===== config.mk =====
export PLATFORM = sky130hd
export DESIGN_NAME = result_writer
export DESIGN_NICKNAME = d
export VERILOG_FILES = /design/src/hdl/matmul_pkg.sv /design/src/hdl/result_writer.sv
export SDC_FILE = /design/constraint.sdc
export NUM_CORES = 1
export LEC_CHECK = 0
export ABC_AREA = 1
export BUFFER_PORTS_ARGS = -buffer_cell sky130_fd_sc_hd__buf_2
export CORE_AREA = 2 2 215 217
export DETAILED_ROUTE_END_ITERATION = 12
export DIE_AREA = 0 0 217 219
export MAX_ROUTING_LAYER = met4
export PLACE_DENSITY = 0.45
export SETUP_SLACK_MARGIN = 0.3
export SLEW_MARGIN = 20
export SYNTH_ARGS = -nofsm -noshare
export SYNTH_HDL_FRONTEND = slang
export SYNTH_SLANG_ARGS = --single-unit

===== constraint.sdc =====
create_clock -name clk -period 1.4 [get_ports clk]
set_input_delay 0.14 -clock clk [delete_from_list [all_inputs] [get_ports clk]]
set_output_delay 0.14 -clock clk [all_outputs]
set_load 0.02 [all_outputs]

===== src/hdl/matmul_pkg.sv =====
// ****************************************
// shared sizes and types for the 4x4 matrix multiply accelerator
// imported by every RTL block and by the testbench
// ****************************************

package matmul_pkg;

    // fixed problem size
    localparam int MAT_N   = 4;
    localparam int ELEM_W  = 16;
    localparam int ACC_W   = 32;
    // element address on the memory side
    localparam int ADDR_W  = 16;
    // index of a line inside an operand buffer
    localparam int LINE_AW = 2;

    typedef logic signed [ELEM_W-1:0] elem_t;
    // results wrap modulo 2^32
    typedef logic signed [ACC_W-1:0] acc_t;

    // one buffer line holds a full matrix row
    // reader fills it as a raw word, core picks elements out of it
    typedef union packed {
        logic [MAT_N*ELEM_W-1:0] raw;
        elem_t [MAT_N-1:0]       elem;   // elem[0] is column 0
    } buf_line_u;

    // accumulator array, [row][column]
    typedef acc_t [MAT_N-1:0][MAT_N-1:0] acc_mat_t;

    // request tag, tells A traffic from B traffic
    typedef enum logic {
        ID_A = 1'b0,
        ID_B = 1'b1
    } id_e;

endpackage


===== src/hdl/result_writer.sv =====
// ****************************************
// output side: streams the 16 results row-major over valid/ready,
// flags the last word, then pulses done
// ****************************************
`timescale 1ns/10ps

module result_writer
    import matmul_pkg::*;
(
    input  logic     clk,
    input  logic     rst_n,
    input  logic     start_i,
    input  acc_mat_t acc_i,
    output logic     res_valid_o,
    input  logic     res_ready_i,
    output acc_t     res_data_o,
    output logic     res_last_o,
    output logic     done_o
);

    // word k is C[k/4][k%4]
    logic [2*LINE_AW-1:0] idx_q;
    logic                 valid_q;

    assign res_valid_o = valid_q;
    // accumulators stay put until the next run, so the word holds
    assign res_data_o  = acc_i[idx_q[2*LINE_AW-1:LINE_AW]][idx_q[LINE_AW-1:0]];
    assign res_last_o  = valid_q && (&idx_q);

    always_ff @(posedge clk) begin
        if (!rst_n) begin
            valid_q <= 1'b0;
            idx_q   <= '0;
            done_o  <= 1'b0;
        end else begin
            done_o <= 1'b0;
            if (start_i) begin
                valid_q <= 1'b1;
                idx_q   <= '0;
            end else if (valid_q && res_ready_i) begin
                idx_q <= idx_q + 1'b1;
                // last word taken
                if (&idx_q) begin
                    valid_q <= 1'b0;
                    done_o  <= 1'b1;
                end
            end
        end
    end

endmodule


Yosys cells after proc, flatten, opt, wreduce, memory -nomap -nowiden
Cells that the tools add are included.
W data, S select, Z words.
Storage, ports and cells
  register bits after elaboration: 6
  input bits: 516
  logic and storage cells: 24
Cells by class
  $lt $le $gt $ge: 2
  bitwise operators: 2
  add/sub/neg operators: 1
  reduce and logical (&&, ||, !) cells: 8
  muxes and demuxes: 8
Operator list (count)
  $bmux W128 S2: 1
  $mux W128: 1
  $bmux W32 S2: 1
  $mux W32: 1
  $lt A2 B3 Y1 const B: 2
  $add A4 B1 Y4 const B: 1
  $mux W1: 4
  $reduce_and A4 Y1: 1
  $reduce_bool A2 Y1: 2
  $reduce_or A3 Y1: 1
  $logic_and A1 B1 Y1: 2
  $not A1 Y1: 2
  $reduce_and A2 Y1: 1
  $reduce_or A2 Y1: 1

Depth between registers and ports, before layout
  word-level depth: 4
  depth in mapped cells: 9

Worst setup path after synthesis
No wires, ideal clock.
  path kind: register to output
  from: register idx_q[2]
  to: output port res_data_o[16]
  slack: 50 ps
  data arrival time: 1210 ps
  cell stages (with the launch flop): 10
  required time: 1260 ps
  buffers on the path: 4
  cell sequence: dfxtp_1 > buf_6 > buf_6 > buf_8 > buf_6 > nand2_1 > nand3_1 > nand3_1 > nand3_1 > nand2_1
On the way
  word-level cells in the longest chain between the ends: 4
RTL lines
  start: declaration: line result_writer.sv:22  | logic [2*LINE_AW-1:0] idx_q;
  start signal: assignment: line result_writer.sv:41  | idx_q <= idx_q + 1'b1;
  $bmux W128 S2: line result_writer.sv:27  | assign res_data_o = acc_i[idx_q[2*LINE_AW-1:LINE_AW]][idx_q[LINE_AW-1:0]];
  $mux W128 (implied by the code): line result_writer.sv:27
  $bmux W32 S2: line result_writer.sv:27
  $mux W32 (implied by the code): line result_writer.sv:27
  end: declaration: line result_writer.sv:16  | output acc_t res_data_o,
No other way between the ends. The select of a mux whose other input is x is not followed.

Worst setup path after layout
  from: register idx_q[2]
  to: output port res_data_o[31]
Same word-level chain as after synthesis.

==> flow_summary.json <==
{
  "rows": 78,
  "p_leak_nw": 8.29,
  "clk_pin_slew_ns": 0.04,
  "fin_nets": 2704,
  "ios": 551,
  "ys_types": 22,
  "grt_max_degree": 40,
  "violations": "negative setup slack",
  "rsz0062_at_grt": "true",
  "layout_min_cycle_time_ns": 2.01,
  "relSlewSlack_pct": 79.1,
  "layout-drive-gt1-share_pct": 44.4,
  "clock-sinks": 6,
  "initial_core_util_pct": 15.5,
  "ctsHoldBuffers": 0,
  "synth_top_area_share_pct": 32.1,
  "maxCapViolations": 0,
  "final_cell_mix": "buf_2, inv_1, nand2_1",
  "syn_nets": 2099,
  "crit_start": "idx_q[2]",
  "grt_usage_pct": 19.2,
  "vias": 11709,
  "grt-ovfl-total": 0,
  "fin_ws_ns": -0.610,
  "yosysTopAreaCell": "nand3_1",
  "route.detailed.drc": 0,
  "critPathLaunchType": "flip-flop",
  "min_path_cells": 2,
  "clockBufferDepth": 2,
  "syn_area_um2": 6980,
  "antenna_left": 0,
  "first_pass_iters": 7,
  "wl_per_cell_um": 16.9,
  "grt_antenna_before_repair": 5,
  "clk_latency_ns": 0.23,
  "skew_ns": 0.00174,
  "worstSetupPathType": "flip-flop to output port",
  "synth_seq_cells": 6,
  "hold_path.startpoint": "start_i",
  "crit_path_end_kind": "output port",
  "htree_levels": 1,
  "cellPowerDensity_nw_per_um2": 229,
  "numCtsBuffers": 3,
  "port-buffer-count": 550,
  "reg2regPathDepth": 7,
  "ys_seq_area_share_pct": 1.72,
  "cts_tree": "built",
  "dieArea_um2": 47500,
  "core_region_area_um2": 45100,
  "cp.required_ns": 1.26,
  "routed_wirelength_um": 47300,
  "dp_hpwl_um": 38700,
  "peakVddDrop_uv": 293,
  "clock.fmax_mhz": 497,
  "outcome": "finished with violations",
  "yosys_warnings": 0,
  "via_per_inst": 4.20,
  "gp_congestion": 0.954,
  "slew_viol_final": 0,
  "r2r-start": "idx_q[0]",
  "cts_root_buffer": "clkbuf_16",
  "period_share_pct": 144,
  "final_common_cell": "buf_2",
  "die_x_um": 217,
  "die_h_um": 219,
  "drtIter0Drc": 563,
  "yosys-top-cells-area": "nand3_1, nand2_1, inv_1, or2_2, buf_2",
  "grt_pass1_vias": 11899,
  "avgSynthCellArea_um2": 4.41,
  "worst-path-max-fanout": 10,
  "grt_pass1_wl_um": 67800,
  "fillers": 5236,
  "hold_viol": 0,
  "synth_cells": 1582,
  "tns_ns": -17.10,
  "setup_viol": 33,
  "worstPathArrival_ns": 1.87,
  "hold_class": "input port to flip-flop",
  "tightest_slew_ns": 0.312,
  "post-place-ws_ns": -0.578,
  "power_w": 0.00308,
  "area_growth_syn_to_layout_pct": 92.9
}
==> cell families after synthesis <==
kind of cell               count (synthesis)  share of synthesized area, %
adders and majority gates                  1                         0.179
buffers and inverters                    562                          33.0
and+or+nand+nor                         1005                          64.6
AOI/OAI and AO/OA                          8                         0.574
DFF                                        6                          1.72
==> worst max-delay path, stage by stage (launching register included) <==
cell     delay [ns]
dfxtp_4        0.40
buf_12         0.17
buf_4          0.16
or2_0          0.19
nand3_1        0.08
nand3_2        0.13
buf_6          0.17
nand3_2        0.10
nand2_2        0.06
buf_4          0.15
==> what timing repair did <==
action,4_1_cts,5_1_grt
endpoints found under the setup margin,38,38
gates cloned,8,4
pin swaps,29,26
hold endpoints to repair,0,0
gates resized for setup,222,95
setup buffers,15,2
==> registers in the layout, summed over array words and instances (netlist names) <==
| register | flops |
|---|---|
| done_o | 1 |
| res_valid_o | 1 |
| idx_q | 4 |
==> cells in the mapped netlist <==
| library cell | count |
|---|---|
| nand2_1 | 486 |
| inv_1 | 454 |
| nand3_1 | 448 |
| buf_2 | 58 |
| or2_2 | 50 |
| clkbuf_1 | 24 |
| buf_6 | 12 |
| or2_0 | 12 |
| buf_1 | 7 |
| dfxtp_1 | 6 |
| a21oi_1 | 4 |
| buf_4 | 4 |
| nor2_1 | 4 |
| o21ai_0 | 4 |
| or2_1 | 2 |
| buf_8 | 1 |
| clkbuf_2 | 1 |
| ha_1 | 1 |
| inv_2 | 1 |
| nand2_2 | 1 |
| nor3_1 | 1 |
| nor4_2 | 1 |
==> metrics by stage <==
stage               util, %  hold slack, ns  instances  area [um2]
global route           29.9           0.119       2791       13500
global placement       25.5           0.351       2753       11500
floorplan                 -           0.211       1582        7100
CTS                    28.6           0.113       2780       12900
finish                 29.9           0.111       2791       13500
detailed placement     25.5           0.354       2753       11500
==> area by class of cell <==
class,count,area [um2],area share [%]
timing repair buffer,707,5040,37.4
clock buffer,4,78.8,0.586
inverter,455,1720,12.8
sequential,6,135,1.00
antenna,5,12.5,0.0930
tap,600,751,5.58
multi-input combinational,1014,5730,42.5
==> layer usage <==
layer	vias to the layer above	routed length, um	GRT usage, %
met3	58	2450	1.65
met1	5318	20200	23.5
met4	0	1030	3.77
met2	455	23600	34.5
met5	-	0	-
li1	5878	-	-
==> worst paths after layout <==
kind               endpoint  slack [ns]
min reg2reg     res_valid_o        0.52
min                  done_o        0.11
max reg2reg     res_valid_o        0.15
max          res_data_o[31]       -0.61
==> where the power goes <==
part,leakage [nW],switching [W],internal [W],total [W]
registers,0.0519,0.00000736,0.000169,0.000177
clock network,0.0382,0.000109,0.000379,0.000488
logic,8.20,0.00120,0.00122,0.00242
No activity file was read; power rests on OpenSTA's default activity.
