[config.mk]
export PLATFORM = sky130hd
export DESIGN_NAME = operand_buffer_flat
export DESIGN_NICKNAME = d
export VERILOG_FILES = /design/src/hdl/matmul_pkg.sv /design/src/hdl/buf_if.sv /design/src/hdl/operand_buffer.sv /design/src/flat_wrapper.sv
export SDC_FILE = /design/constraint.sdc
export NUM_CORES = 1
export LEC_CHECK = 0
export BUFFER_PORTS_ARGS = -buffer_cell sky130_fd_sc_hd__buf_2
export CAP_MARGIN = 20
export CORE_MARGIN = 3
export CORE_UTILIZATION = 57
export CTS_CLUSTER_SIZE = 8
export DETAILED_ROUTE_END_ITERATION = 16
export MAX_ROUTING_LAYER = met4
export PLACE_DENSITY = 0.85
export SLEW_MARGIN = 20
export SYNTH_ARGS = -nofsm -noshare
export SYNTH_HDL_FRONTEND = slang
export SYNTH_SLANG_ARGS = --single-unit
[constraint.sdc]
create_clock -name clk -period 8.65 [get_ports clk]
set_input_delay 1.73 -clock clk [delete_from_list [all_inputs] [get_ports clk]]
set_output_delay 1.73 -clock clk [all_outputs]
set_load 0.02 [all_outputs]
[src/hdl/matmul_pkg.sv]
// ****************************************
// shared sizes and types for the 4x4 matrix multiply accelerator
// imported by every RTL block and by the testbench
// ****************************************

package matmul_pkg;

    // fixed problem size
    localparam int MAT_N   = 4;
    localparam int ELEM_W  = 16;
    localparam int ACC_W   = 32;
    // element address on the memory side
    localparam int ADDR_W  = 16;
    // index of a line inside an operand buffer
    localparam int LINE_AW = 2;

    typedef logic signed [ELEM_W-1:0] elem_t;
    // results wrap modulo 2^32
    typedef logic signed [ACC_W-1:0] acc_t;

    // one buffer line holds a full matrix row
    // reader fills it as a raw word, core picks elements out of it
    typedef union packed {
        logic [MAT_N*ELEM_W-1:0] raw;
        elem_t [MAT_N-1:0]       elem;   // elem[0] is column 0
    } buf_line_u;

    // accumulator array, [row][column]
    typedef acc_t [MAT_N-1:0][MAT_N-1:0] acc_mat_t;

    // request tag, tells A traffic from B traffic
    typedef enum logic {
        ID_A = 1'b0,
        ID_B = 1'b1
    } id_e;

endpackage

[src/hdl/buf_if.sv]
// ****************************************
// write and read ports of one operand buffer
// reader writes, buffer stores, core reads
// ****************************************
`timescale 1ns/10ps

interface buf_if
    import matmul_pkg::*;
();

    // line write from the reader
    logic               wr_en;
    logic [LINE_AW-1:0] wr_addr;
    buf_line_u          wr_data;
    // line read by the core, data one cycle after address
    logic [LINE_AW-1:0] rd_addr;
    buf_line_u          rd_data;

    modport writer   (output wr_en, output wr_addr, output wr_data);
    modport storage  (input wr_en, input wr_addr, input wr_data, input rd_addr, output rd_data);
    modport consumer (output rd_addr, input rd_data);

endinterface

[src/hdl/operand_buffer.sv]
// ****************************************
// four-line operand store, one write port and a registered read
// used once for A and once for B
// ****************************************
`timescale 1ns/10ps

module operand_buffer
    import matmul_pkg::*;
(
    input  logic  clk,
    buf_if.storage bus
);

    // one line per matrix row
    buf_line_u mem_q [MAT_N];

    // whole line writes only
    always_ff @(posedge clk) begin
        if (bus.wr_en)
            mem_q[bus.wr_addr] <= bus.wr_data;
    end

    // read data follows the address by one cycle
    always_ff @(posedge clk) begin
        bus.rd_data <= mem_q[bus.rd_addr];
    end

endmodule

[src/flat_wrapper.sv]
// flat-port wrapper written by rule: the top's interface ports become plain ports
module operand_buffer_flat import matmul_pkg::*;
  (clk, bus_wr_en, bus_wr_addr, bus_wr_data, bus_rd_addr, bus_rd_data);
  buf_if bus_i ();
  input  logic clk;
  input wire logic [$bits(bus_i.wr_en)-1:0] bus_wr_en;
  input wire logic [$bits(bus_i.wr_addr)-1:0] bus_wr_addr;
  input wire logic [$bits(bus_i.wr_data)-1:0] bus_wr_data;
  input wire logic [$bits(bus_i.rd_addr)-1:0] bus_rd_addr;
  output wire logic [$bits(bus_i.rd_data)-1:0] bus_rd_data;
  assign bus_i.wr_en = bus_wr_en;
  assign bus_i.wr_addr = bus_wr_addr;
  assign bus_i.wr_data = bus_wr_data;
  assign bus_i.rd_addr = bus_rd_addr;
  assign bus_rd_data = bus_i.rd_data;
  operand_buffer u_core (.clk(clk), .bus(bus_i));
endmodule
== Word level (Yosys, flattened, before mapping) ==
Memories as Yosys holds them, arrays and structs flattened. A register that Yosys moved wholly into a read port is not among the register bits.
Index checks and enable logic that the tools add are counted.
Word-level totals
  register bits: 0
  RAM bits: 256
  output and inout port bits: 64
  memories kept: 1
Operators by class
  multiplexer cells: 2
Memory list
  u_core.mem_q: depth 4, bits a word 64, rd ports 1, clocked after Yosys merged registers in 1, write ports 1, RTL line operand_buffer.sv:15  | buf_line_u mem_q [MAT_N];
Operators with widths (number)
  1-bit two-way mux: 2

== Logic depth before layout (Yosys ltp) ==
  word-level depth: 2
  gate-level depth with buffers: 3

== Worst setup path before layout ==
No wires, ideal clock.
  path type: input port to flip-flop
  start: input port bus_wr_addr[1]
  end: memory u_core.mem_q[0][0] (netlist name), enable pin
  setup time: 0.579 ns
  data arrival time: 6.432 ns
  required time: 8.071 ns
  path slack: 1.639 ns
  stages: 1
  buffers on the path: 0
  path through: nor3b_1
RTL lines
  start, declared: RTL line flat_wrapper.sv:7  | input wire logic [$bits(bus_i.wr_addr)-1:0] bus_wr_addr;
  end, declared: RTL line operand_buffer.sv:15
No word-level cell before the write port.

== Worst setup path after layout ==
  start: input port bus_rd_addr[0]
  end: register u_core.bus.rd_data[62] (read register of u_core.mem_q)
RTL lines
  start, declared: RTL line flat_wrapper.sv:9  | input wire logic [$bits(bus_i.rd_addr)-1:0] bus_rd_addr;
  end, declared: RTL line buf_if.sv:20  | modport storage (input wr_en, input wr_addr, input wr_data, input rd_addr, output rd_data);
No word-level cell between the ends.

==> results by group <==
Run status
  • Status: completed

Synthesis
  • Most used DFF post-synth: edfxtp_1
  • Seq cells post-synth: 320
  • Largest cells by area after synthesis: edfxtp_1 (72%), mux4_2 (13%), dfxtp_1 (12%)
  • Most common cell in the netlist: edfxtp_1
  • Synth top cells by count: edfxtp_1 (256), dfxtp_1 (64), mux4_2 (60), buf_12 (6), buf_2 (6)
  • Share of the yosys chip area belonging to registers: between 80% and 90%
  • Netlist cell types: 11
  • Number of synthesized flops with an enable pin: about 260
  • Post-Syn Area: 10600 um^2
  • Post-synth ARST share: 0%
  • Largest area contributor in the netlist: edfxtp_1
  • Syn_nets: ~470
  • Top cell type's share of synthesized area: between 70% and 80%
  • Yosys warnings: 0
  • Synth Area per Inst: around 26 um^2
  • Synth Instances: about 400

STA
  • Max Clk Rate: between 0.3 and 0.4 GHz
  • Crit path time final: around 3200 ps
  • Setup-failing EPs final: 0
  • Clock Skew: about 12 ps
  • Setup WS post-layout: approximately 5400 ps
  • Least-Margin Pin Slew: 991 ps
  • Hold_ws: ~530 ps
  • TNS Setup: 0 ps
  • Final Max Slew Viols: 0
  • Final worst path period share: 37.0%
  • Final Hold Fails: 0
  • Slew HR: ~34%
  • RSZ-0062 raised after global routing: false

Die
  • Core outline area: roughly 18000 um^2
  • I/O pins: about 130
  • Die height: between 100 and 150 um
  • Row count: between 40 and 50
  • Initial Util: 58.5%
  • Die ar.: a little over 20000 um^2
  • Die Wd: around 140 um

Clocking
  • CTS buffer count: 45
  • CTS Root Cell: clkbuf_16
  • Clock slew at reported path FFs: 50 ps
  • CTS max path bufs: 3
  • H-tree levels: 2
  • Postcts setup bufs: 0
  • CTS tree: done
  • PostCTS Resize Cnt: 0
  • CTS sink cnt: 320
  • Hold_buf cts: 0
  • Clk Latency, worst-skew pair: roughly 520 ps

Critical path
  • Crit path DAT: ~3600 ps
  • Setup crit end kind: register
  • Worst EP required: 9030 ps
  • Max FO, Critical Path: 35
  • CP startpoint kind: input pin
  • Crit path kind: input pin to register

Finish
  • Final Non-Filler Cells: 839
  • Area grow syn2layout: 20.5%
  • Share of cells above drive strength 1: approximately 40%
  • Fillcell total: 1102
  • Nets: about 640

Global route
  • Largest net degree at the start of global routing: 65
  • Overflow after GRT: 0
  • Initial antenna violation count: 4
  • GR Util All Layers: 19.6%
  • First-pass GRT wire length: just under 30000 um
  • Number of global-route vias before repair: a little over 5000

Route
  • Vias/cell: 5.52
  • DRC violations left: 0
  • DR iter-0 viols: 287
  • Routed via count: 4628
  • DRT Pass-1 Iters: 4
  • Post-route ant nets: 0
  • Routed WL per cell: between 20 and 25 um
  • Post-Route WL: 18600 um

Run
  • Max-cap violations: 0

Placed design
  • Placed insts: ~750
  • Gpl congestion: roughly 0.70
  • DP Wirelength: about 10000 um
  • IO buf count: between 100 and 150
  • Pre-CTS setup slack: ~5000 ps

Hold path
  • HP Class: register to register

Power
  • PD cells: roughly 280 nW/um^2
  • P_leak: approximately 4.5 nW
  • Worst VDD drop: between 150 and 200 uV
  • Power consumption: about 0.0036 W
worst paths after layout:
kind	cells past startpoint	end	from	slack [ps]
setup / recovery	3	u_core.bus.rd_data[62]	bus_rd_addr[0]	5450
hold / removal	1	u_core.bus.rd_data[0]	u_core.mem_q[3][0]	530
setup reg to reg	1	u_core.bus.rd_data[41]	u_core.mem_q[2][41]	7620
hold reg to reg	1	u_core.bus.rd_data[0]	u_core.mem_q[3][0]	530
sequential cells by signal (all words and copies together) (netlist names):
signal,cells
u_core.mem_q,256
u_core.bus.rd_data,64
worst max-delay path, cell delays in order:
cell    delay, ps
buf_4         460
buf_4         670
mux4_1        670
per-stage QoR:
stage          utilization [%]  instance area [um^2]
6_report                  70.6                 12800
5_1_grt                   70.6                 12800
4_1_cts                   70.3                 12800
3_5_place_dp              63.1                 11400
3_3_place_gp              63.1                 11400
2_1_floorplan                -                 10600
per-layer routing:
layer	wire length, um	GRT usage [%]
met5	0	-
met1	7300	24.5
met3	1300	5.21
met2	9650	31.6
met4	363	7.05
cell type report:
| cell class | count | area (um^2) | area share [%] |
|---|---|---|---|
| sequential | 320 | 8970 | 70.0 |
| clock buffer | 80 | 1300 | 10.2 |
| multi-input combinational | 68 | 1510 | 11.8 |
| tap | 229 | 287 | 2.24 |
| timing repair buffer | 137 | 726 | 5.67 |
| antenna | 4 | 10.0 | 0.0782 |
| clock inverter | 1 | 8.76 | 0.0684 |
cells in the final DEF, fill, tap and decap left out:
cell | synthesis | final
clkbuf_1 | 0 | 33
buf_4 | 0 | 4
diode_2 | 0 | 4
and3_4 | 0 | 1
nor3b_2 | 0 | 1
edfxtp_1 | 256 | 256
dfxtp_1 | 64 | 64
mux4_2 | 60 | 60
and3b_4 | 0 | 2
inv_6 | 0 | 1
buf_2 | 6 | 131
mux4_1 | 4 | 4
buf_12 | 6 | 2
clkbuf_16 | 0 | 47
logic make-up (layout without fill, tap and decap cells):
kind of cell / Yosys count / count (layout) / share of synthesized area [%]
buffers and inverters: 14 / 218 / 1.57
flip-flops: 320 / 320 / 84.4
multiplexers: 64 / 64 / 13.7
other: 0 / 4 / 0
AND/OR/NAND/NOR: 4 / 4 / 0.295
where the power goes:
part	internal [W]	switching, W	leakage [nW]
Clock	0.00100	0.000585	0.623
Combinational	0.0000776	0.000109	0.992
Sequential	0.00176	0.0000257	2.89
Note: power is estimated with default switching activity, not from simulation.
