--- config.mk ---
export PLATFORM = sky130hd
export DESIGN_NAME = dma_reader_flat
export DESIGN_NICKNAME = d
export VERILOG_FILES = /design/src/hdl/matmul_pkg.sv /design/src/hdl/buf_if.sv /design/src/hdl/dma_reader.sv /design/src/flat_wrapper.sv
export SDC_FILE = /design/constraint.sdc
export NUM_CORES = 1
export LEC_CHECK = 0
export ABC_AREA = 1
export BUFFER_PORTS_ARGS = -buffer_cell sky130_fd_sc_hd__buf_2
export CORE_ASPECT_RATIO = 2
export CORE_MARGIN = 2
export CORE_UTILIZATION = 50
export DETAILED_ROUTE_END_ITERATION = 10
export HOLD_SLACK_MARGIN = 0.02
export PLACE_DENSITY = 0.89
export SETUP_SLACK_MARGIN = 0.15
export SYNTH_ARGS = -nofsm -noshare
export SYNTH_HDL_FRONTEND = slang
export SYNTH_SLANG_ARGS = --single-unit
--- constraint.sdc ---
create_clock -name clk -period 5.4 [get_ports clk]
set_input_delay 1.08 -clock clk [delete_from_list [all_inputs] [get_ports clk]]
set_output_delay 1.08 -clock clk [all_outputs]
set_load 0.005 [all_outputs]
--- src/hdl/matmul_pkg.sv ---
// ****************************************
// shared sizes and types for the 4x4 matrix multiply accelerator
// imported by every RTL block and by the testbench
// ****************************************

package matmul_pkg;

    // fixed problem size
    localparam int MAT_N   = 4;
    localparam int ELEM_W  = 16;
    localparam int ACC_W   = 32;
    // element address on the memory side
    localparam int ADDR_W  = 16;
    // index of a line inside an operand buffer
    localparam int LINE_AW = 2;

    typedef logic signed [ELEM_W-1:0] elem_t;
    // results wrap modulo 2^32
    typedef logic signed [ACC_W-1:0] acc_t;

    // one buffer line holds a full matrix row
    // reader fills it as a raw word, core picks elements out of it
    typedef union packed {
        logic [MAT_N*ELEM_W-1:0] raw;
        elem_t [MAT_N-1:0]       elem;   // elem[0] is column 0
    } buf_line_u;

    // accumulator array, [row][column]
    typedef acc_t [MAT_N-1:0][MAT_N-1:0] acc_mat_t;

    // request tag, tells A traffic from B traffic
    typedef enum logic {
        ID_A = 1'b0,
        ID_B = 1'b1
    } id_e;

endpackage

--- src/hdl/buf_if.sv ---
// ****************************************
// write and read ports of one operand buffer
// reader writes, buffer stores, core reads
// ****************************************
`timescale 1ns/10ps

interface buf_if
    import matmul_pkg::*;
();

    // line write from the reader
    logic               wr_en;
    logic [LINE_AW-1:0] wr_addr;
    buf_line_u          wr_data;
    // line read by the core, data one cycle after address
    logic [LINE_AW-1:0] rd_addr;
    buf_line_u          rd_data;

    modport writer   (output wr_en, output wr_addr, output wr_data);
    modport storage  (input wr_en, input wr_addr, input wr_data, input rd_addr, output rd_data);
    modport consumer (output rd_addr, input rd_data);

endinterface

--- src/hdl/dma_reader.sv ---
// ****************************************
// input side: fetches A and B element by element, interleaved,
// packs rows into lines for the two operand buffers
// and kicks the multiply core once both are loaded
// ****************************************
`timescale 1ns/10ps

module dma_reader
    import matmul_pkg::*;
(
    input  logic              clk,
    input  logic              rst_n,
    input  logic              start_i,
    input  logic [ADDR_W-1:0] a_base_i,
    input  logic [ADDR_W-1:0] b_base_i,
    // request port
    output logic              rd_req_valid_o,
    input  logic              rd_req_ready_i,
    output logic [ADDR_W-1:0] rd_req_addr_o,
    output id_e               rd_req_id_o,
    // response port
    input  logic              rd_rsp_valid_i,
    output logic              rd_rsp_ready_o,
    input  elem_t             rd_rsp_data_i,
    input  id_e               rd_rsp_id_i,
    // operand buffers
    buf_if.writer             buf_a,
    buf_if.writer             buf_b,
    output logic              mm_start_o
);

    logic                   busy_q;
    logic                   start_ok;
    logic [ADDR_W-1:0]      a_base_q;
    logic [ADDR_W-1:0]      b_base_q;
    // bit 0 picks A or B, upper bits are the element index r*4+c
    logic [2*LINE_AW:0]     req_cnt_q;
    logic                   req_valid_q;
    logic                   rsp_fire;
    // per id packing state, indexed by id_e
    buf_line_u              pack_q     [2];
    // elements per line equal lines per matrix, so same width
    logic [LINE_AW-1:0]     elem_cnt_q [2];
    logic [LINE_AW-1:0]     line_cnt_q [2];
    logic [1:0]             wr_en_q;
    logic [1:0]             full_q;
    logic [1:0]             line_last;
    logic [1:0]             full_now;

    assign start_ok = start_i && !busy_q;

    // request side
    assign rd_req_valid_o = req_valid_q;
    assign rd_req_id_o    = id_e'(req_cnt_q[0]);
    assign rd_req_addr_o  = (req_cnt_q[0] ? b_base_q : a_base_q)
                          + ADDR_W'(req_cnt_q[2*LINE_AW:1]);

    // buffers always have room, never stall responses
    assign rd_rsp_ready_o = 1'b1;
    assign rsp_fire       = rd_rsp_valid_i && rd_rsp_ready_o;

    // last line of a matrix being written this cycle
    always_comb begin
        for (int i = 0; i < 2; i++) begin
            line_last[i] = wr_en_q[i] && (line_cnt_q[i] == LINE_AW'(MAT_N-1));
            full_now[i]  = full_q[i] || line_last[i];
        end
    end

    // bases are held for the whole load
    always_ff @(posedge clk) begin
        if (start_ok) begin
            a_base_q <= a_base_i;
            b_base_q <= b_base_i;
        end
    end

    always_ff @(posedge clk) begin
        if (!rst_n) begin
            busy_q      <= 1'b0;
            req_valid_q <= 1'b0;
            req_cnt_q   <= '0;
            mm_start_o  <= 1'b0;
            wr_en_q     <= '0;
            full_q      <= '0;
            for (int i = 0; i < 2; i++) begin
                elem_cnt_q[i] <= '0;
                line_cnt_q[i] <= '0;
            end
        end else if (start_ok) begin
            busy_q      <= 1'b1;
            req_valid_q <= 1'b1;
            req_cnt_q   <= '0;
            mm_start_o  <= 1'b0;
            wr_en_q     <= '0;
            full_q      <= '0;
            for (int i = 0; i < 2; i++) begin
                elem_cnt_q[i] <= '0;
                line_cnt_q[i] <= '0;
            end
        end else begin
            // step to the next request only on handshake
            if (rd_req_valid_o && rd_req_ready_i) begin
                req_cnt_q <= req_cnt_q + 1'b1;
                if (&req_cnt_q)
                    req_valid_q <= 1'b0;
            end
            for (int i = 0; i < 2; i++) begin
                wr_en_q[i] <= 1'b0;
                if (rsp_fire && rd_rsp_id_i == id_e'(i)) begin
                    elem_cnt_q[i] <= elem_cnt_q[i] + 1'b1;
                    // fourth element done, write line next cycle
                    wr_en_q[i]    <= (elem_cnt_q[i] == LINE_AW'(MAT_N-1));
                end
                if (wr_en_q[i]) begin
                    line_cnt_q[i] <= line_cnt_q[i] + 1'b1;
                    full_q[i]     <= full_now[i];
                end
            end
            // second matrix finished, one pulse to the core
            mm_start_o <= busy_q && (&full_now) && (|line_last);
            if (busy_q && (&full_now) && (|line_last))
                busy_q <= 1'b0;
        end
    end

    // shift in from the top, column 0 ends up in the low slot
    always_ff @(posedge clk) begin
        for (int i = 0; i < 2; i++) begin
            if (rsp_fire && rd_rsp_id_i == id_e'(i))
                pack_q[i].raw <= {rd_rsp_data_i, pack_q[i].raw[MAT_N*ELEM_W-1:ELEM_W]};
        end
    end

    assign buf_a.wr_en   = wr_en_q[ID_A];
    assign buf_a.wr_addr = line_cnt_q[ID_A];
    assign buf_a.wr_data = pack_q[ID_A];
    assign buf_b.wr_en   = wr_en_q[ID_B];
    assign buf_b.wr_addr = line_cnt_q[ID_B];
    assign buf_b.wr_data = pack_q[ID_B];

endmodule

--- src/flat_wrapper.sv ---
// flat-port wrapper written by rule: the top's interface ports become plain ports
module dma_reader_flat import matmul_pkg::*;
  (clk, rst_n, start_i, a_base_i, b_base_i, rd_req_valid_o, rd_req_ready_i, rd_req_addr_o, rd_req_id_o, rd_rsp_valid_i, rd_rsp_ready_o, rd_rsp_data_i, rd_rsp_id_i, mm_start_o, buf_a_wr_en, buf_a_wr_addr, buf_a_wr_data, buf_b_wr_en, buf_b_wr_addr, buf_b_wr_data);
  buf_if buf_a_i ();
  buf_if buf_b_i ();
  input  logic clk;
  input  logic rst_n;
  input  logic start_i;
  input  logic [ADDR_W-1:0] a_base_i;
  input  logic [ADDR_W-1:0] b_base_i;
  output logic rd_req_valid_o;
  input  logic rd_req_ready_i;
  output logic [ADDR_W-1:0] rd_req_addr_o;
  output id_e rd_req_id_o;
  input  logic rd_rsp_valid_i;
  output logic rd_rsp_ready_o;
  input  elem_t rd_rsp_data_i;
  input  id_e rd_rsp_id_i;
  output logic mm_start_o;
  output wire logic [$bits(buf_a_i.wr_en)-1:0] buf_a_wr_en;
  output wire logic [$bits(buf_a_i.wr_addr)-1:0] buf_a_wr_addr;
  output wire logic [$bits(buf_a_i.wr_data)-1:0] buf_a_wr_data;
  output wire logic [$bits(buf_b_i.wr_en)-1:0] buf_b_wr_en;
  output wire logic [$bits(buf_b_i.wr_addr)-1:0] buf_b_wr_addr;
  output wire logic [$bits(buf_b_i.wr_data)-1:0] buf_b_wr_data;
  assign buf_a_wr_en = buf_a_i.wr_en;
  assign buf_a_wr_addr = buf_a_i.wr_addr;
  assign buf_a_wr_data = buf_a_i.wr_data;
  assign buf_b_wr_en = buf_b_i.wr_en;
  assign buf_b_wr_addr = buf_b_i.wr_addr;
  assign buf_b_wr_data = buf_b_i.wr_data;
  dma_reader u_core (.clk(clk), .rst_n(rst_n), .start_i(start_i), .a_base_i(a_base_i), .b_base_i(b_base_i), .rd_req_valid_o(rd_req_valid_o), .rd_req_ready_i(rd_req_ready_i), .rd_req_addr_o(rd_req_addr_o), .rd_req_id_o(rd_req_id_o), .rd_rsp_valid_i(rd_rsp_valid_i), .rd_rsp_ready_o(rd_rsp_ready_o), .rd_rsp_data_i(rd_rsp_data_i), .rd_rsp_id_i(rd_rsp_id_i), .buf_a(buf_a_i), .buf_b(buf_b_i), .mm_start_o(mm_start_o));
endmodule
# Yosys cells after proc, flatten, opt, wreduce, memory -nomap -nowiden
# Memory sizes are Yosys's and may differ from the RTL's.
# Cells that the tools add are included.
# classes
add_sub_neg	6
eq_ne	4
mux	39
n_bitwise	12
reduce_logical	22
# op_table
op	n
$mux 64	1
$reduce_or 64->1	1
$mux 1	29
$add 16x4->16	1
$mux 16	1
$mux 2	8
$add 2x1->2 const B	4
$eq 2x2->1 const B	4
$logic_and 1x1->1	8
$or 1x1->1	8
$reduce_bool 2->1	3
$reduce_or 3->1	2
$add 5x1->5 const B	1
$reduce_and 5->1	1
$not 1->1	4
$reduce_and 2->1	2
$reduce_or 2->1	2
$logic_or 1x1->1	2
$logic_not 1->1	1
# word_totals
reg_bits	44
ram_bits	136
elab_cells	96
mem_count	3
# mem_list
memory	depth	word_bits	read_ports	rd_clocked_by_memory_dff	write_ports	line_no	rtl
u_core.pack_q	2	64	2	0	1	dma_reader.sv:41	buf_line_u pack_q [2];
u_core.elem_cnt_q	2	2	2	0	2	dma_reader.sv:43	logic [LINE_AW-1:0] elem_cnt_q [2];
u_core.line_cnt_q	2	2	2	0	2	dma_reader.sv:44	logic [LINE_AW-1:0] line_cnt_q [2];

# Depth between registers and ports, before layout
# An unclocked memory read counts as a cell.
# depth
ltp_word	9
mapped_depth	14

# Worst setup path after synthesis
# Ideal clock, no wire load.
# synth_path
kind	input to register
from	input rd_rsp_valid_i
to	memory u_core.pack_q[0][0] (netlist name), enable pin
arrival_time_ps	3852
t_required_ps	4910
path_slack_ps	1059
stages	2
path_buffers	0
path_cell_list	inv_1 > nor2_1
# synth_between
elab_chain_cells	5
word_cells_on_any_way	9
# synth_lines
element	line_no	rtl
start: declaration	flat_wrapper.sv:15	input logic rd_rsp_valid_i;
$logic_and 1x1->1	dma_reader.sv:130	if (rsp_fire && rd_rsp_id_i == id_e'(i))
$mux 1	dma_reader.sv:130	
$mux 1 (not written as such)	dma_reader.sv:131	pack_q[i].raw <= {rd_rsp_data_i, pack_q[i].raw[MAT_N*ELEM_W-1:ELEM_W]};
$reduce_or 64->1 (no source line)	n/a	
$mux 1 (no source line)	n/a	
end: declaration	dma_reader.sv:41	
# Several ways; a longest one is shown, not always the timed one.

# Worst setup path after layout
# layout_path
from	register u_core.req_cnt_q[0]
to	output rd_req_addr_o[14]
# layout_between
elab_chain_cells	2
# layout_lines
element	line_no	rtl
start: declaration	dma_reader.sv:37	logic [2*LINE_AW:0] req_cnt_q;
start signal: assignment	dma_reader.sv:104	req_cnt_q <= req_cnt_q + 1'b1;
$mux 16	dma_reader.sv:55	assign rd_req_addr_o = (req_cnt_q[0] ? b_base_q : a_base_q)
$add 16x4->16	dma_reader.sv:56	+ ADDR_W'(req_cnt_q[2*LINE_AW:1]);
end: declaration	flat_wrapper.sv:13	output logic [ADDR_W-1:0] rd_req_addr_o;
# Every way passes these cells.

==> flow_summary.rst <==
.. list-table::
   :header-rows: 1

   * - Metric
     - Value
   * - Skew-Pair Late Insertion Delay
     - 0.41 ns
   * - DRC
     - 0
   * - Synth warn
     - 0
   * - Final net count
     - 727
   * - Leading cell types in the layout, fill and taps excluded
     - sky130_fd_sc_hd__buf_2 (206), sky130_fd_sc_hd__edfxtp_1 (168), sky130_fd_sc_hd__nand2_1 (98)
   * - Power per cell area
     - 364.5 mW/mm2
   * - Area enclosed by the die boundary
     - 0.01406 mm2
   * - Area used by multi-input combinational logic
     - 998.5 um2
   * - Final number of max-transition violations
     - 0
   * - Average footprint of a synthesized cell
     - 14.85 um2
   * - Detailed-route vias per instance
     - 5.033
   * - Die Span X
     - 84.84 um
   * - Core area
     - 0.01292 mm2
   * - Setup repair after global routing missed its margin
     - false
   * - First-pass GRT wire length
     - 22,360 um
   * - Post-synthesis cell area
     - 0.006535 mm2
   * - Overflow after GRT
     - 0
   * - Aggregate routed wire length
     - 14,150 um
   * - Top-level port count
     - 208
   * - Setup TNS after final layout
     - 0 ns
   * - Number of distinct library cells after synthesis
     - 27
   * - Area growth from synthesis to layout
     - 27.88%
   * - Nets in the synthesized netlist
     - 505
   * - Hold WC Path Type
     - reg -> reg
   * - Highest clock rate
     - 223.0 MHz
   * - Final hold violation count
     - 0
   * - Routed wire length per instance
     - 17.11 um
   * - Final critical-path required period
     - 4.484 ns
   * - Worst hold slack
     - 0.4442 ns
   * - Final period util
     - 0.8304
   * - Number of buffers created by CTS
     - 17
   * - Worst endpoint data arrival time
     - 3.40 ns
   * - Vias
     - 4,162
   * - Most area-consuming cells after synthesis
     - sky130_fd_sc_hd__edfxtp_1 (77%), sky130_fd_sc_hd__nand2_1 (5.6%), sky130_fd_sc_hd__dfxtp_1 (3.7%), sky130_fd_sc_hd__inv_1 (3.0%), sky130_fd_sc_hd__ha_1 (1.9%)
   * - # rows
     - 59
   * - Vias in the first global route
     - 4,492
   * - Routability cong.
     - 1.072
   * - CP Max Fanout
     - 29
   * - Largest area contributor in the synthesized netlist
     - sky130_fd_sc_hd__edfxtp_1
   * - HPWL after detailed placement
     - 10,550 um
   * - Post-synthesis instance total
     - 440
   * - Outcome
     - complete, no violations
   * - Maximum clock skew at final layout
     - 0.01116 ns
   * - Fraction of post-synthesis cell area in the top cell type by area
     - 0.7720
   * - CP endpoint kind
     - output pin
   * - H-Tree Depth
     - 4
   * - Starting density of the core
     - 0.5059
   * - TritonCTS clock tree
     - done
   * - Fraction of layout instances using a drive strength above 1
     - 0.3852
   * - #FFs+latches synth
     - 180
   * - Type of the setup path with the least slack
     - reg -> out
   * - Finished Core Util
     - 0.6469
   * - Initial antenna violation count
     - 0
   * - Height of the die
     - 165.7 um
   * - # Post-CTS Setup Buffers
     - 0
   * - Number of buffers inserted for hold repair after clock tree synthesis
     - 0
   * - Filler cell count in the final layout
     - 906
   * - Crit start category
     - flop
   * - Leakage power total
     - 0.003581 uW
   * - Maximum count of clock buffers along a single path
     - 2
   * - Critical path required time
     - 4.32 ns
   * - Worst relative slew slack
     - 0.2575
   * - DRT Pass-1 Iters
     - 5
   * - MaxCap Viol Count
     - 0
   * - Number of sinks handled by clock tree synthesis
     - 180
   * - Worst vdd ir
     - 0.0003540 V
   * - Measured slew at the worst slew-check pin
     - 1.112 ns
   * - Drt first-iter violations
     - 231
   * - Clock-pin transition on the worst setup and hold timing paths
     - 0.07 ns
   * - Sequential-to-total area share from yosys stat
     - 0.8087
   * - # setup viols final
     - 0
   * - Number of port buffers
     - 206
   * - Most frequent standard cell in the layout excluding fill and tap cells
     - sky130_fd_sc_hd__buf_2
   * - Antenna-violating nets left
     - 0
   * - Cell at the root of the clock tree
     - sky130_fd_sc_hd__clkbuf_16
   * - Overall track demand over capacity in global routing
     - 0.2079
   * - # resized after CTS
     - 0
   * - Maximum number of pins on one net before global-route repair
     - 50
   * - # diodes
     - 0
   * - Sequential standard cell area
     - 0.005285 mm2
final cells by class:
cell class,count,share of cell area
clock buffer,17,0.05091
clock inverter,15,0.02351
inverter,54,0.02485
tap,152,0.02276
sequential,180,0.6324
timing repair buffer,209,0.1261
multi-input combinational,200,0.1195
state kept, by name (all words and copies together) (netlist names):
register and count:
u_core.rd_req_valid_o 1, u_core.wr_en_q 2, u_core.full_q 2, u_core.mm_start_o 1, u_core.elem_cnt_q 4, u_core.a_base_q 16, u_core.b_base_q 16, u_core.line_cnt_q 4
u_core.req_cnt_q 5, u_core.pack_q 128, u_core.busy_q 1
cell usage after synthesis:
library cell and number:
sky130_fd_sc_hd__nand2_2 4, sky130_fd_sc_hd__or2_2 2, sky130_fd_sc_hd__inv_2 1, sky130_fd_sc_hd__o21ai_2 3, sky130_fd_sc_hd__o21ai_0 7, sky130_fd_sc_hd__nand3_1 12, sky130_fd_sc_hd__nand4_1 3, sky130_fd_sc_hd__buf_2 2
sky130_fd_sc_hd__xor2_1 5, sky130_fd_sc_hd__ha_1 10, sky130_fd_sc_hd__buf_4 1, sky130_fd_sc_hd__or2_1 2, sky130_fd_sc_hd__nor2_2 4, sky130_fd_sc_hd__conb_1 1, sky130_fd_sc_hd__xnor2_1 1, sky130_fd_sc_hd__fa_1 1
sky130_fd_sc_hd__nor2_1 33, sky130_fd_sc_hd__nor2_4 2, sky130_fd_sc_hd__inv_6 1, sky130_fd_sc_hd__a21oi_1 8, sky130_fd_sc_hd__nor3_1 2, sky130_fd_sc_hd__dfxtp_1 12, sky130_fd_sc_hd__edfxtp_1 168, sky130_fd_sc_hd__inv_1 52
sky130_fd_sc_hd__buf_6 3, sky130_fd_sc_hd__o21ai_1 2, sky130_fd_sc_hd__nand2_1 98
critical path, cell delays in order (launching register included):
cell and delay [ns]:
sky130_fd_sc_hd__dfxtp_1 1.06, sky130_fd_sc_hd__inv_6 0.17, sky130_fd_sc_hd__or2_2 0.34, sky130_fd_sc_hd__o21ai_0 0.14, sky130_fd_sc_hd__fa_1 0.31, sky130_fd_sc_hd__nor2_1 0.08
sky130_fd_sc_hd__nor2_1 0.41, sky130_fd_sc_hd__nor2_2 0.14, sky130_fd_sc_hd__nand3_1 0.12, sky130_fd_sc_hd__nand2_1 0.06, sky130_fd_sc_hd__nand2_1 0.06, sky130_fd_sc_hd__buf_2 0.11
final timing paths:
kind,from,to,slack [ns],depth (start not counted)
hold reg to reg,u_core.pack_q[0][17],u_core.pack_q[0][1],0.44,0
hold / removal,u_core.pack_q[0][17],u_core.pack_q[0][1],0.44,0
setup reg to reg,u_core.req_cnt_q[0],u_core.req_cnt_q[4],3.31,6
setup / recovery,u_core.req_cnt_q[0],rd_req_addr_o[14],0.92,11
stage by stage:
stage          instance area (um2)  power (uW)  std cells  worst slack, ns
2_1_floorplan                 6535        1732        440            1.059
3_3_place_gp                  7735        1818        795            1.598
3_5_place_dp                  7735        1832        795            1.393
4_1_cts                       8357        3075        827           0.9327
5_1_grt                       8357        3156        827           0.6821
6_report                      8357        3046        827           0.9156
metal layers:
layer  vias to the layer above  global-route usage  part of all wire
li1                       1951                   -                 -
met1                      1953              0.2133              0.35
met2                       223              0.3810              0.55
met3                        35             0.05630             0.072
met4                         0             0.09731             0.028
met5                         -                   0                 0
report_power, final:
part,switching [uW],internal (uW)
logic,111,68.1
registers,27.4,1590
clock network,571,675
kinds of logic after synthesis:
logic type	Yosys count	synth area share
DFF	180	0.8087
AOI/OAI and AO/OA	20	0.01704
other	1	0.0005738
buffers and inverters	60	0.03963
and+or+nand+nor	162	0.1038
adders and majority gates	11	0.02221
xor gates and xnor gates	6	0.008041
No activity file was read; power rests on OpenSTA's default activity.
